<file path="src/common/ls_pkg.sv">
package ls_pkg;

    // data path and address width.
    localparam int WORD_W = 32;

    // lane count and the width of a lane index.
    localparam int NUM_LANES = 4;
    localparam int LANE_W = 2;

    // destination register tag.
    localparam int TAG_W = 5;

    // scratchpad geometry, in words.
    localparam int MEM_WORDS = 64;
    localparam int MEM_AW = 6;

    typedef logic [WORD_W-1:0] word_t;

    // memory operation carried with each issued instruction.
    typedef enum logic [1:0] {
        NONE  = 2'd0,
        LOAD  = 2'd1,
        STORE = 2'd2
    } mem_op_t;

    // lane request FSM.
    // DONE covers an access that completes without touching memory.
    typedef enum logic [1:0] {
        IDLE = 2'd0,
        WAIT = 2'd1,
        DONE = 2'd2
    } lane_state_t;

endpackage

</file>
<file path="src/ls_lane/fu_scalar_ls.sv">
`timescale 1ns/1ps

module fu_scalar_ls
    import ls_pkg::*;
(
    input  logic             CLK,
    input  logic             nRST,
    input  logic             start,
    input  mem_op_t          op,
    input  word_t            rs1,
    input  word_t            imm,
    input  word_t            rs2,
    input  logic [TAG_W-1:0] tag,
    input  logic             grant,
    input  logic             dhit,
    input  word_t            dmem_load,
    output logic             free,
    output logic             dmem_ren,
    output logic             dmem_wen,
    output word_t            dmem_addr,
    output word_t            dmem_store,
    output logic             cmpl_valid,
    output logic [TAG_W-1:0] cmpl_tag,
    output word_t            cmpl_data,
    output logic             cmpl_fault
);

    lane_state_t state, next_state;

    word_t addr;
    word_t addr_q, store_q;
    logic [TAG_W-1:0] tag_q;
    mem_op_t op_q;
    logic fault_q;
    logic misaligned;

    assign addr = imm + rs1;
    assign misaligned = (addr[1:0] != 2'b00);

    always_ff @(posedge CLK, negedge nRST) begin
        if (!nRST) begin
            state <= IDLE;
        end else begin
            state <= next_state;
        end
    end

    // operands are captured once per start.
    always_ff @(posedge CLK) begin
        if (start && (state == IDLE)) begin
            addr_q  <= addr;
            store_q <= rs2;
            tag_q   <= tag;
            op_q    <= op;
            fault_q <= misaligned;
        end
    end

    always_comb begin
        next_state = state;
        case (state)
            IDLE: begin
                if (start) begin
                    // bad address or no-op: skip the memory port entirely.
                    if (misaligned || (op == NONE)) begin
                        next_state = DONE;
                    end else begin
                        next_state = WAIT;
                    end
                end
            end
            WAIT: begin
                if (grant && dhit) begin
                    next_state = IDLE;
                end
            end
            DONE: begin
                if (grant) begin
                    next_state = IDLE;
                end
            end
            default: next_state = IDLE;
        endcase
    end

    assign free = (state == IDLE);

    // request is held through the dhit cycle.
    assign dmem_ren   = (state == WAIT) && grant && (op_q == LOAD);
    assign dmem_wen   = (state == WAIT) && grant && (op_q == STORE);
    assign dmem_addr  = addr_q;
    assign dmem_store = store_q;

    assign cmpl_valid = grant && (((state == WAIT) && dhit) || (state == DONE));
    assign cmpl_tag   = tag_q;
    assign cmpl_data  = (op_q == LOAD) ? dmem_load : '0;
    assign cmpl_fault = (state == DONE) && fault_q;

    a_ren_wen_excl: assert property (@(posedge CLK) disable iff (!nRST)
        !(dmem_ren && dmem_wen));

    // the arbiter must keep the grant until this lane sees dhit.
    a_req_held: assert property (@(posedge CLK) disable iff (!nRST)
        (dmem_ren || dmem_wen) && !dhit |=> (dmem_ren || dmem_wen) && $stable(dmem_addr));

endmodule

</file>
<file path="src/verilog/ls_dispatch.sv">
`timescale 1ns/1ps

module ls_dispatch
    import ls_pkg::*;
(
    input  logic                 CLK,
    input  logic                 nRST,
    input  logic                 issue_valid,
    input  mem_op_t              issue_op,
    input  word_t                issue_rs1,
    input  word_t                issue_imm,
    input  word_t                issue_rs2,
    input  logic [TAG_W-1:0]     issue_tag,
    input  logic [NUM_LANES-1:0] lane_free,
    output logic                 issue_ready,
    output logic [NUM_LANES-1:0] lane_start,
    output mem_op_t              op_out,
    output word_t                rs1_out,
    output word_t                imm_out,
    output word_t                rs2_out,
    output logic [TAG_W-1:0]     tag_out
);

    logic [LANE_W-1:0] tail_q;
    logic run_q;
    logic accept;

    // run_q holds off issue until the first edge out of reset.
    always_ff @(posedge CLK, negedge nRST) begin
        if (!nRST) begin
            tail_q <= '0;
            run_q  <= 1'b0;
        end else begin
            run_q <= 1'b1;
            if (accept) begin
                tail_q <= tail_q + 1'b1;
            end
        end
    end

    assign issue_ready = run_q && lane_free[tail_q];
    assign accept = issue_valid && issue_ready;

    always_comb begin
        lane_start = '0;
        if (accept) begin
            lane_start[tail_q] = 1'b1;
        end
    end

    // op fields are shared, only the started lane latches them.
    assign op_out  = issue_op;
    assign rs1_out = issue_rs1;
    assign imm_out = issue_imm;
    assign rs2_out = issue_rs2;
    assign tag_out = issue_tag;

    a_start_free: assert property (@(posedge CLK) disable iff (!nRST)
        (lane_start & ~lane_free) == '0);

endmodule

</file>
<file path="src/verilog/ls_arbiter.sv">
`timescale 1ns/1ps

module ls_arbiter
    import ls_pkg::*;
(
    input  logic                 CLK,
    input  logic                 nRST,
    input  logic [NUM_LANES-1:0] lane_ren,
    input  logic [NUM_LANES-1:0] lane_wen,
    input  word_t                lane_addr [NUM_LANES],
    input  word_t                lane_store [NUM_LANES],
    input  logic [NUM_LANES-1:0] lane_cmpl_valid,
    input  logic [TAG_W-1:0]     lane_cmpl_tag [NUM_LANES],
    input  word_t                lane_cmpl_data [NUM_LANES],
    input  logic [NUM_LANES-1:0] lane_cmpl_fault,
    input  logic                 mem_dhit,
    input  word_t                mem_load,
    output logic [NUM_LANES-1:0] grant,
    output logic [NUM_LANES-1:0] lane_dhit,
    output word_t                lane_load,
    output logic                 mem_ren,
    output logic                 mem_wen,
    output logic [MEM_AW-1:0]    mem_addr,
    output word_t                mem_store,
    output logic                 cmpl_valid,
    output logic [TAG_W-1:0]     cmpl_tag,
    output word_t                cmpl_data,
    output logic                 cmpl_fault
);

    logic [LANE_W-1:0] head_q;

    // head follows the dispatch ring, one lane at a time.
    always_ff @(posedge CLK, negedge nRST) begin
        if (!nRST) begin
            head_q <= '0;
        end else if (lane_cmpl_valid[head_q]) begin
            head_q <= head_q + 1'b1;
        end
    end

    always_comb begin
        grant = '0;
        grant[head_q] = 1'b1;
        lane_dhit = '0;
        lane_dhit[head_q] = mem_dhit;
    end

    assign lane_load = mem_load;

    // byte address to word index.
    assign mem_ren   = lane_ren[head_q];
    assign mem_wen   = lane_wen[head_q];
    assign mem_addr  = lane_addr[head_q][MEM_AW+1:2];
    assign mem_store = lane_store[head_q];

    assign cmpl_valid = lane_cmpl_valid[head_q];
    assign cmpl_tag   = lane_cmpl_tag[head_q];
    assign cmpl_data  = lane_cmpl_data[head_q];
    assign cmpl_fault = lane_cmpl_fault[head_q];

    a_grant_onehot: assert property (@(posedge CLK) disable iff (!nRST)
        $onehot(grant));

    a_cmpl_granted: assert property (@(posedge CLK) disable iff (!nRST)
        (lane_cmpl_valid & ~grant) == '0);

endmodule

</file>
<file path="src/verilog/ls_scratchpad.sv">
`timescale 1ns/1ps

module ls_scratchpad
    import ls_pkg::*;
(
    input  logic              CLK,
    input  logic              nRST,
    input  logic              ren,
    input  logic              wen,
    input  logic [MEM_AW-1:0] addr,
    input  word_t             wdata,
    output logic              dhit,
    output word_t             rdata
);

    word_t mem [MEM_WORDS];

    logic [7:0] lfsr_q;
    logic [1:0] cnt_q;
    logic busy_q;
    logic req;

    assign req = ren || wen;

    // x^8 + x^6 + x^5 + x^4 + 1, runs every cycle.
    always_ff @(posedge CLK, negedge nRST) begin
        if (!nRST) begin
            lfsr_q <= 8'hA5;
        end else begin
            lfsr_q <= {lfsr_q[6:0], lfsr_q[7] ^ lfsr_q[5] ^ lfsr_q[4] ^ lfsr_q[3]};
        end
    end

    // wait of 1 to 4 cycles is picked when a request first shows up.
    always_ff @(posedge CLK, negedge nRST) begin
        if (!nRST) begin
            busy_q <= 1'b0;
            cnt_q  <= '0;
        end else if (!busy_q && req) begin
            busy_q <= 1'b1;
            cnt_q  <= lfsr_q[1:0];
        end else if (dhit) begin
            busy_q <= 1'b0;
        end else if (busy_q && (cnt_q != 2'd0)) begin
            cnt_q <= cnt_q - 1'b1;
        end
    end

    assign dhit = busy_q && req && (cnt_q == 2'd0);

    always_ff @(posedge CLK, negedge nRST) begin
        if (!nRST) begin
            for (int i = 0; i < MEM_WORDS; i++) begin
                mem[i] <= '0;
            end
        end else if (dhit && wen) begin
            mem[addr] <= wdata;
        end
    end

    assign rdata = mem[addr];

endmodule

</file>
<file path="src/verilog/ls_cluster_top.sv">
`timescale 1ns/1ps

module ls_cluster_top
    import ls_pkg::*;
(
    input  logic             CLK,
    input  logic             nRST,
    input  logic             issue_valid,
    input  mem_op_t          issue_op,
    input  word_t            issue_rs1,
    input  word_t            issue_imm,
    input  word_t            issue_rs2,
    input  logic [TAG_W-1:0] issue_tag,
    output logic             issue_ready,
    output logic             cmpl_valid,
    output logic [TAG_W-1:0] cmpl_tag,
    output word_t            cmpl_data,
    output logic             cmpl_fault
);

    logic [NUM_LANES-1:0] lane_free, lane_start, grant, lane_dhit;
    logic [NUM_LANES-1:0] lane_ren, lane_wen, lane_cmpl_valid, lane_cmpl_fault;
    word_t lane_addr [NUM_LANES];
    word_t lane_store [NUM_LANES];
    word_t lane_cmpl_data [NUM_LANES];
    logic [TAG_W-1:0] lane_cmpl_tag [NUM_LANES];

    mem_op_t op_d;
    word_t rs1_d, imm_d, rs2_d;
    logic [TAG_W-1:0] tag_d;
    word_t lane_load;

    logic mem_ren, mem_wen, mem_dhit;
    logic [MEM_AW-1:0] mem_addr;
    word_t mem_store, mem_load;

    ls_dispatch i_dispatch (
        .CLK         (CLK),
        .nRST        (nRST),
        .issue_valid (issue_valid),
        .issue_op    (issue_op),
        .issue_rs1   (issue_rs1),
        .issue_imm   (issue_imm),
        .issue_rs2   (issue_rs2),
        .issue_tag   (issue_tag),
        .lane_free   (lane_free),
        .issue_ready (issue_ready),
        .lane_start  (lane_start),
        .op_out      (op_d),
        .rs1_out     (rs1_d),
        .imm_out     (imm_d),
        .rs2_out     (rs2_d),
        .tag_out     (tag_d)
    );

    for (genvar i = 0; i < NUM_LANES; i++) begin : g_lane
        fu_scalar_ls i_lane (
            .CLK        (CLK),
            .nRST       (nRST),
            .start      (lane_start[i]),
            .op         (op_d),
            .rs1        (rs1_d),
            .imm        (imm_d),
            .rs2        (rs2_d),
            .tag        (tag_d),
            .grant      (grant[i]),
            .dhit       (lane_dhit[i]),
            .dmem_load  (lane_load),
            .free       (lane_free[i]),
            .dmem_ren   (lane_ren[i]),
            .dmem_wen   (lane_wen[i]),
            .dmem_addr  (lane_addr[i]),
            .dmem_store (lane_store[i]),
            .cmpl_valid (lane_cmpl_valid[i]),
            .cmpl_tag   (lane_cmpl_tag[i]),
            .cmpl_data  (lane_cmpl_data[i]),
            .cmpl_fault (lane_cmpl_fault[i])
        );
    end

    ls_arbiter i_arbiter (
        .CLK             (CLK),
        .nRST            (nRST),
        .lane_ren        (lane_ren),
        .lane_wen        (lane_wen),
        .lane_addr       (lane_addr),
        .lane_store      (lane_store),
        .lane_cmpl_valid (lane_cmpl_valid),
        .lane_cmpl_tag   (lane_cmpl_tag),
        .lane_cmpl_data  (lane_cmpl_data),
        .lane_cmpl_fault (lane_cmpl_fault),
        .mem_dhit        (mem_dhit),
        .mem_load        (mem_load),
        .grant           (grant),
        .lane_dhit       (lane_dhit),
        .lane_load       (lane_load),
        .mem_ren         (mem_ren),
        .mem_wen         (mem_wen),
        .mem_addr        (mem_addr),
        .mem_store       (mem_store),
        .cmpl_valid      (cmpl_valid),
        .cmpl_tag        (cmpl_tag),
        .cmpl_data       (cmpl_data),
        .cmpl_fault      (cmpl_fault)
    );

    ls_scratchpad i_scratchpad (
        .CLK   (CLK),
        .nRST  (nRST),
        .ren   (mem_ren),
        .wen   (mem_wen),
        .addr  (mem_addr),
        .wdata (mem_store),
        .dhit  (mem_dhit),
        .rdata (mem_load)
    );

endmodule

</file>
<file path="config.mk">
export PLATFORM = sky130hd
export DESIGN_NAME = ls_cluster_top
export DESIGN_NICKNAME = d
export VERILOG_FILES = /design/src/common/ls_pkg.sv /design/src/ls_lane/fu_scalar_ls.sv /design/src/verilog/ls_dispatch.sv /design/src/verilog/ls_arbiter.sv /design/src/verilog/ls_scratchpad.sv /design/src/verilog/ls_cluster_top.sv
export SDC_FILE = /design/constraint.sdc
export NUM_CORES = 2
export LEC_CHECK = 0
export ABC_AREA = 1
export BUFFER_PORTS_ARGS = -buffer_cell sky130_fd_sc_hd__buf_2
export CAP_MARGIN = 40
export CORE_UTILIZATION = 45
export CTS_CLUSTER_DIAMETER = 100
export DETAILED_ROUTE_END_ITERATION = 16
export PLACE_DENSITY = 0.7
export SYNTH_ARGS = -nofsm -noshare
export SYNTH_HDL_FRONTEND = slang
export SYNTH_SLANG_ARGS = --single-unit
export TNS_END_PERCENT = 50
</file>
<file path="constraint.sdc">
create_clock -name CLK -period 7.1 [get_ports CLK]
set_input_delay 0.71 -clock CLK [delete_from_list [all_inputs] [get_ports CLK]]
set_output_delay 0.71 -clock CLK [all_outputs]
set_load 0.01 [all_outputs]
</file>
==> metrics.yaml <==
yosysWarningCount: 0
synthCells: 12600
synthArstFlopShare_pct: 91.8
numCtsBuffers: 226
holdCritStartpoint: "issue_rs2[3]"
htreeDepth: 4
min_to: "g_lane[1].i_lane.dmem_store[3]"
mostFrequentLayoutCells: "nand2_1, o21ai_0, dfrtp_1, nor2_1, inv_1"
core_area_mm2: 0.224
drv_cap: 0
reg2reg_to: "i_scratchpad.mem[1163]"
min_period_over_period_pct: 97.1
hold_path.class: "primary input to flop"
hold_viol_final: 0
synthTopCellsByArea: "dfrtp_1, nand2_1, o21ai_0"
max_slew_margin_pct: 31.8
clk_pin_slew_ps: 60
ant_nets: 0
cts_tree: "yes"
antenna_found_initial: 11
wire_per_inst_um: 20.2
place.detailed.hpwl_um: 179000
critPathKind: "flop to output port"
tns_ps: 0
grt_pass1_wl_um: 481000
ir_drop_uv: 488
ys_ff_latch: 2256
grt_pass1_vias: 79900
reg2reg_from: "i_arbiter.head_q[0]"
io_pins: 146
final_common_cell: "nand2_1"
floorplan.die.width_um: 477
gp_congestion: 0.863
nets: 12200
grt.total_usage_pct: 27.1
routed_wl_um: 309000
fmax_mhz: 145
clockBufferDepth: 3
cp.arrival_ps: 6190
avgSynthCellArea_um2: 8.08
r2r_setup_slack_ps: 1020
worstRegToRegCells: 13
yosys.cell_types.count: 40
outcome: "completed"
die_h_um: 477
cts_resized: 0
clock_latency_ps: 890
powerDensity_mw_per_mm2: 426
firstDrtPassIters: 6
drt_iter0_drc: 9308
portBuffers: 97
drc: 0
endpoint_kind: "output port"
initial_core_util_pct: 45.2
rows: 174
via_per_inst: 5.52
syn_to_final_growth_pct: 11.3
p_leak_nw: 52.9
yosys_most_used_dff: "dfrtp_1"
startpoint_type: "flop"
synth_top_area_share_pct: 51.0
grt_setup_unrepaired: "false"
required_ps: 6390
yosys.area.top_type: "dfrtp_1"
timing.final.crit_period_ps: 6900
drive_above_1_share_pct: 6.74
syn-num-nets: 12700
dp.cells: 14900
worstHoldPathCells: 1
vias: 84500
ctsHoldBuffers: 17
fin_skew_ps: 53.9
grt_overflow: 0
cp_max_fo: 91
numClockSinks: 2256
synthesis.area_mm2: 0.102
finalSetupViolations: 0
grt_max_degree: 180
synth_edf_count: 184
root_buffer: "clkbuf_16"
tightestPinTransition_ps: 1020
post-cts-setup-buffers: 0
drv_slew: 0
dieArea_mm2: 0.228
final_cells: 15300
yosysSeqAreaShare_pct: 56.5
==> synth_stat cells, types with 8 or more instances <==
| cell | number |
|---|---|
| nand3_1 | 57 |
| nand2_2 | 18 |
| a21oi_1 | 97 |
| edfxtp_1 | 184 |
| clkbuf_1 | 908 |
| nor2_1 | 1223 |
| dfrtp_1 | 2068 |
| ha_1 | 16 |
| o21ai_0 | 2859 |
| o22a_1 | 75 |
| buf_2 | 40 |
| inv_1 | 376 |
| o22ai_1 | 86 |
| nand3b_1 | 63 |
| o21ai_1 | 97 |
| buf_1 | 84 |
| nor3_1 | 8 |
| a32o_1 | 32 |
| nand2_1 | 4221 |
==> critical path, stage by stage (launching register included) <==
cell,delay (ps)
dfrtp_2,900
inv_2,470
buf_4,350
nand2_1,90
nand3_1,170
nand2_8,400
inv_8,330
buf_12,360
nand2_1,140
nand2_1,80
nand2_1,70
nand2_1,100
nand2_1,100
nand2_1,220
nor2_1,560
nand2_1,150
nor2_1,400
buf_2,220
==> cell families (layout without fill, tap and decap cells) <==
group                      after synthesis  in the layout  share of synthesized area [%]
xor gates and xnor gates                11             11                         0.0949
and+or+nand+nor                       5611           5611                           21.2
other                                    1              9                        0.00369
AOI/OAI and AO/OA                     3255           3255                           16.6
DFF                                   2256           2256                           56.5
adders and majority gates               17             17                          0.217
buffers and inverters                 1421           1157                           5.33
==> power by group <==
| part | switching (mW) | total, mW | internal (mW) |
|---|---|---|---|
| combinational | 15.0 | 20.7 | 5.68 |
| clock | 5.21 | 12.2 | 7.01 |
| sequential | 0.786 | 15.3 | 14.5 |
| total | 21.0 | 48.2 | 27.2 |
==> how the worst max path moves through the flow <==
stage	startpoint	to	slack [ps]	depth (start not counted)
after floorplan	g_lane[3].i_lane.state[0]	g_lane[0].i_lane.cmpl_tag[0]	3310	9
after global placement	i_arbiter.head_q[0]	cmpl_data[13]	1170	12
after detailed placement	i_arbiter.head_q[0]	i_scratchpad.mem[1166]	1120	13
after CTS	i_arbiter.head_q[0]	cmpl_data[18]	180	14
after global routing	i_arbiter.head_q[0]	cmpl_data[16]	6	17
final	i_arbiter.head_q[0]	cmpl_data[16]	200	17
==> through the flow <==
| stage | setup WS, ps | total power, mW | util (%) | hold slack (ps) | area, um2 |
|---|---|---|---|---|---|
| after floorplan | 3310 | 27.6 | - | 333 | 102000 |
| after global placement | 1170 | 35.0 | 46.5 | 336 | 104000 |
| after detailed placement | 1120 | 35.7 | 46.9 | 346 | 105000 |
| after CTS | 185 | 47.9 | 50.3 | 0.147 | 113000 |
| after global routing | 5.64 | 51.0 | 50.3 | 27.1 | 113000 |
| final | 204 | 48.2 | 50.4 | 42.7 | 113000 |
==> state kept, by name, indices dropped and copies added (netlist names) <==
register                  cells
i_scratchpad.mem           2048
g_lane.i_lane.dmem_store    128
g_lane.i_lane.dmem_addr      24
g_lane.i_lane.cmpl_tag       20
g_lane.i_lane.op_q            8
g_lane.i_lane.state           8
i_scratchpad.lfsr_q           8
g_lane.i_lane.fault_q         4
i_arbiter.head_q              2
i_dispatch.tail_q             2
i_scratchpad.cnt_q            2
i_dispatch.run_q              1
i_scratchpad.busy_q           1
==> layout make-up <==
| class | count | area [um2] |
|---|---|---|
| fillers | 20900 | 111000 |
| flip-flops and latches | 2256 | 57400 |
| multi-input cells | 8895 | 39400 |
| clock buffers | 344 | 6700 |
| well taps | 2992 | 3740 |
| repair buffers | 355 | 3430 |
| inverters | 382 | 1460 |
| clock inverters | 76 | 911 |
| diodes | 8 | 20.0 |
==> routing by layer <==
| metal | part of all wire (%) | up-vias | track usage, % | wire (um) |
|---|---|---|---|---|
| met5 | 0.017 | - | 0 | 52 |
| met4 | 4.8 | 8 | 12.0 | 14800 |
| met3 | 9.3 | 637 | 5.46 | 28900 |
| met2 | 44 | 3477 | 41.7 | 136000 |
| met1 | 42 | 40600 | 37.1 | 130000 |
| li1 | - | 39700 | - | - |
Note: power is estimated with default switching activity, not from simulation.
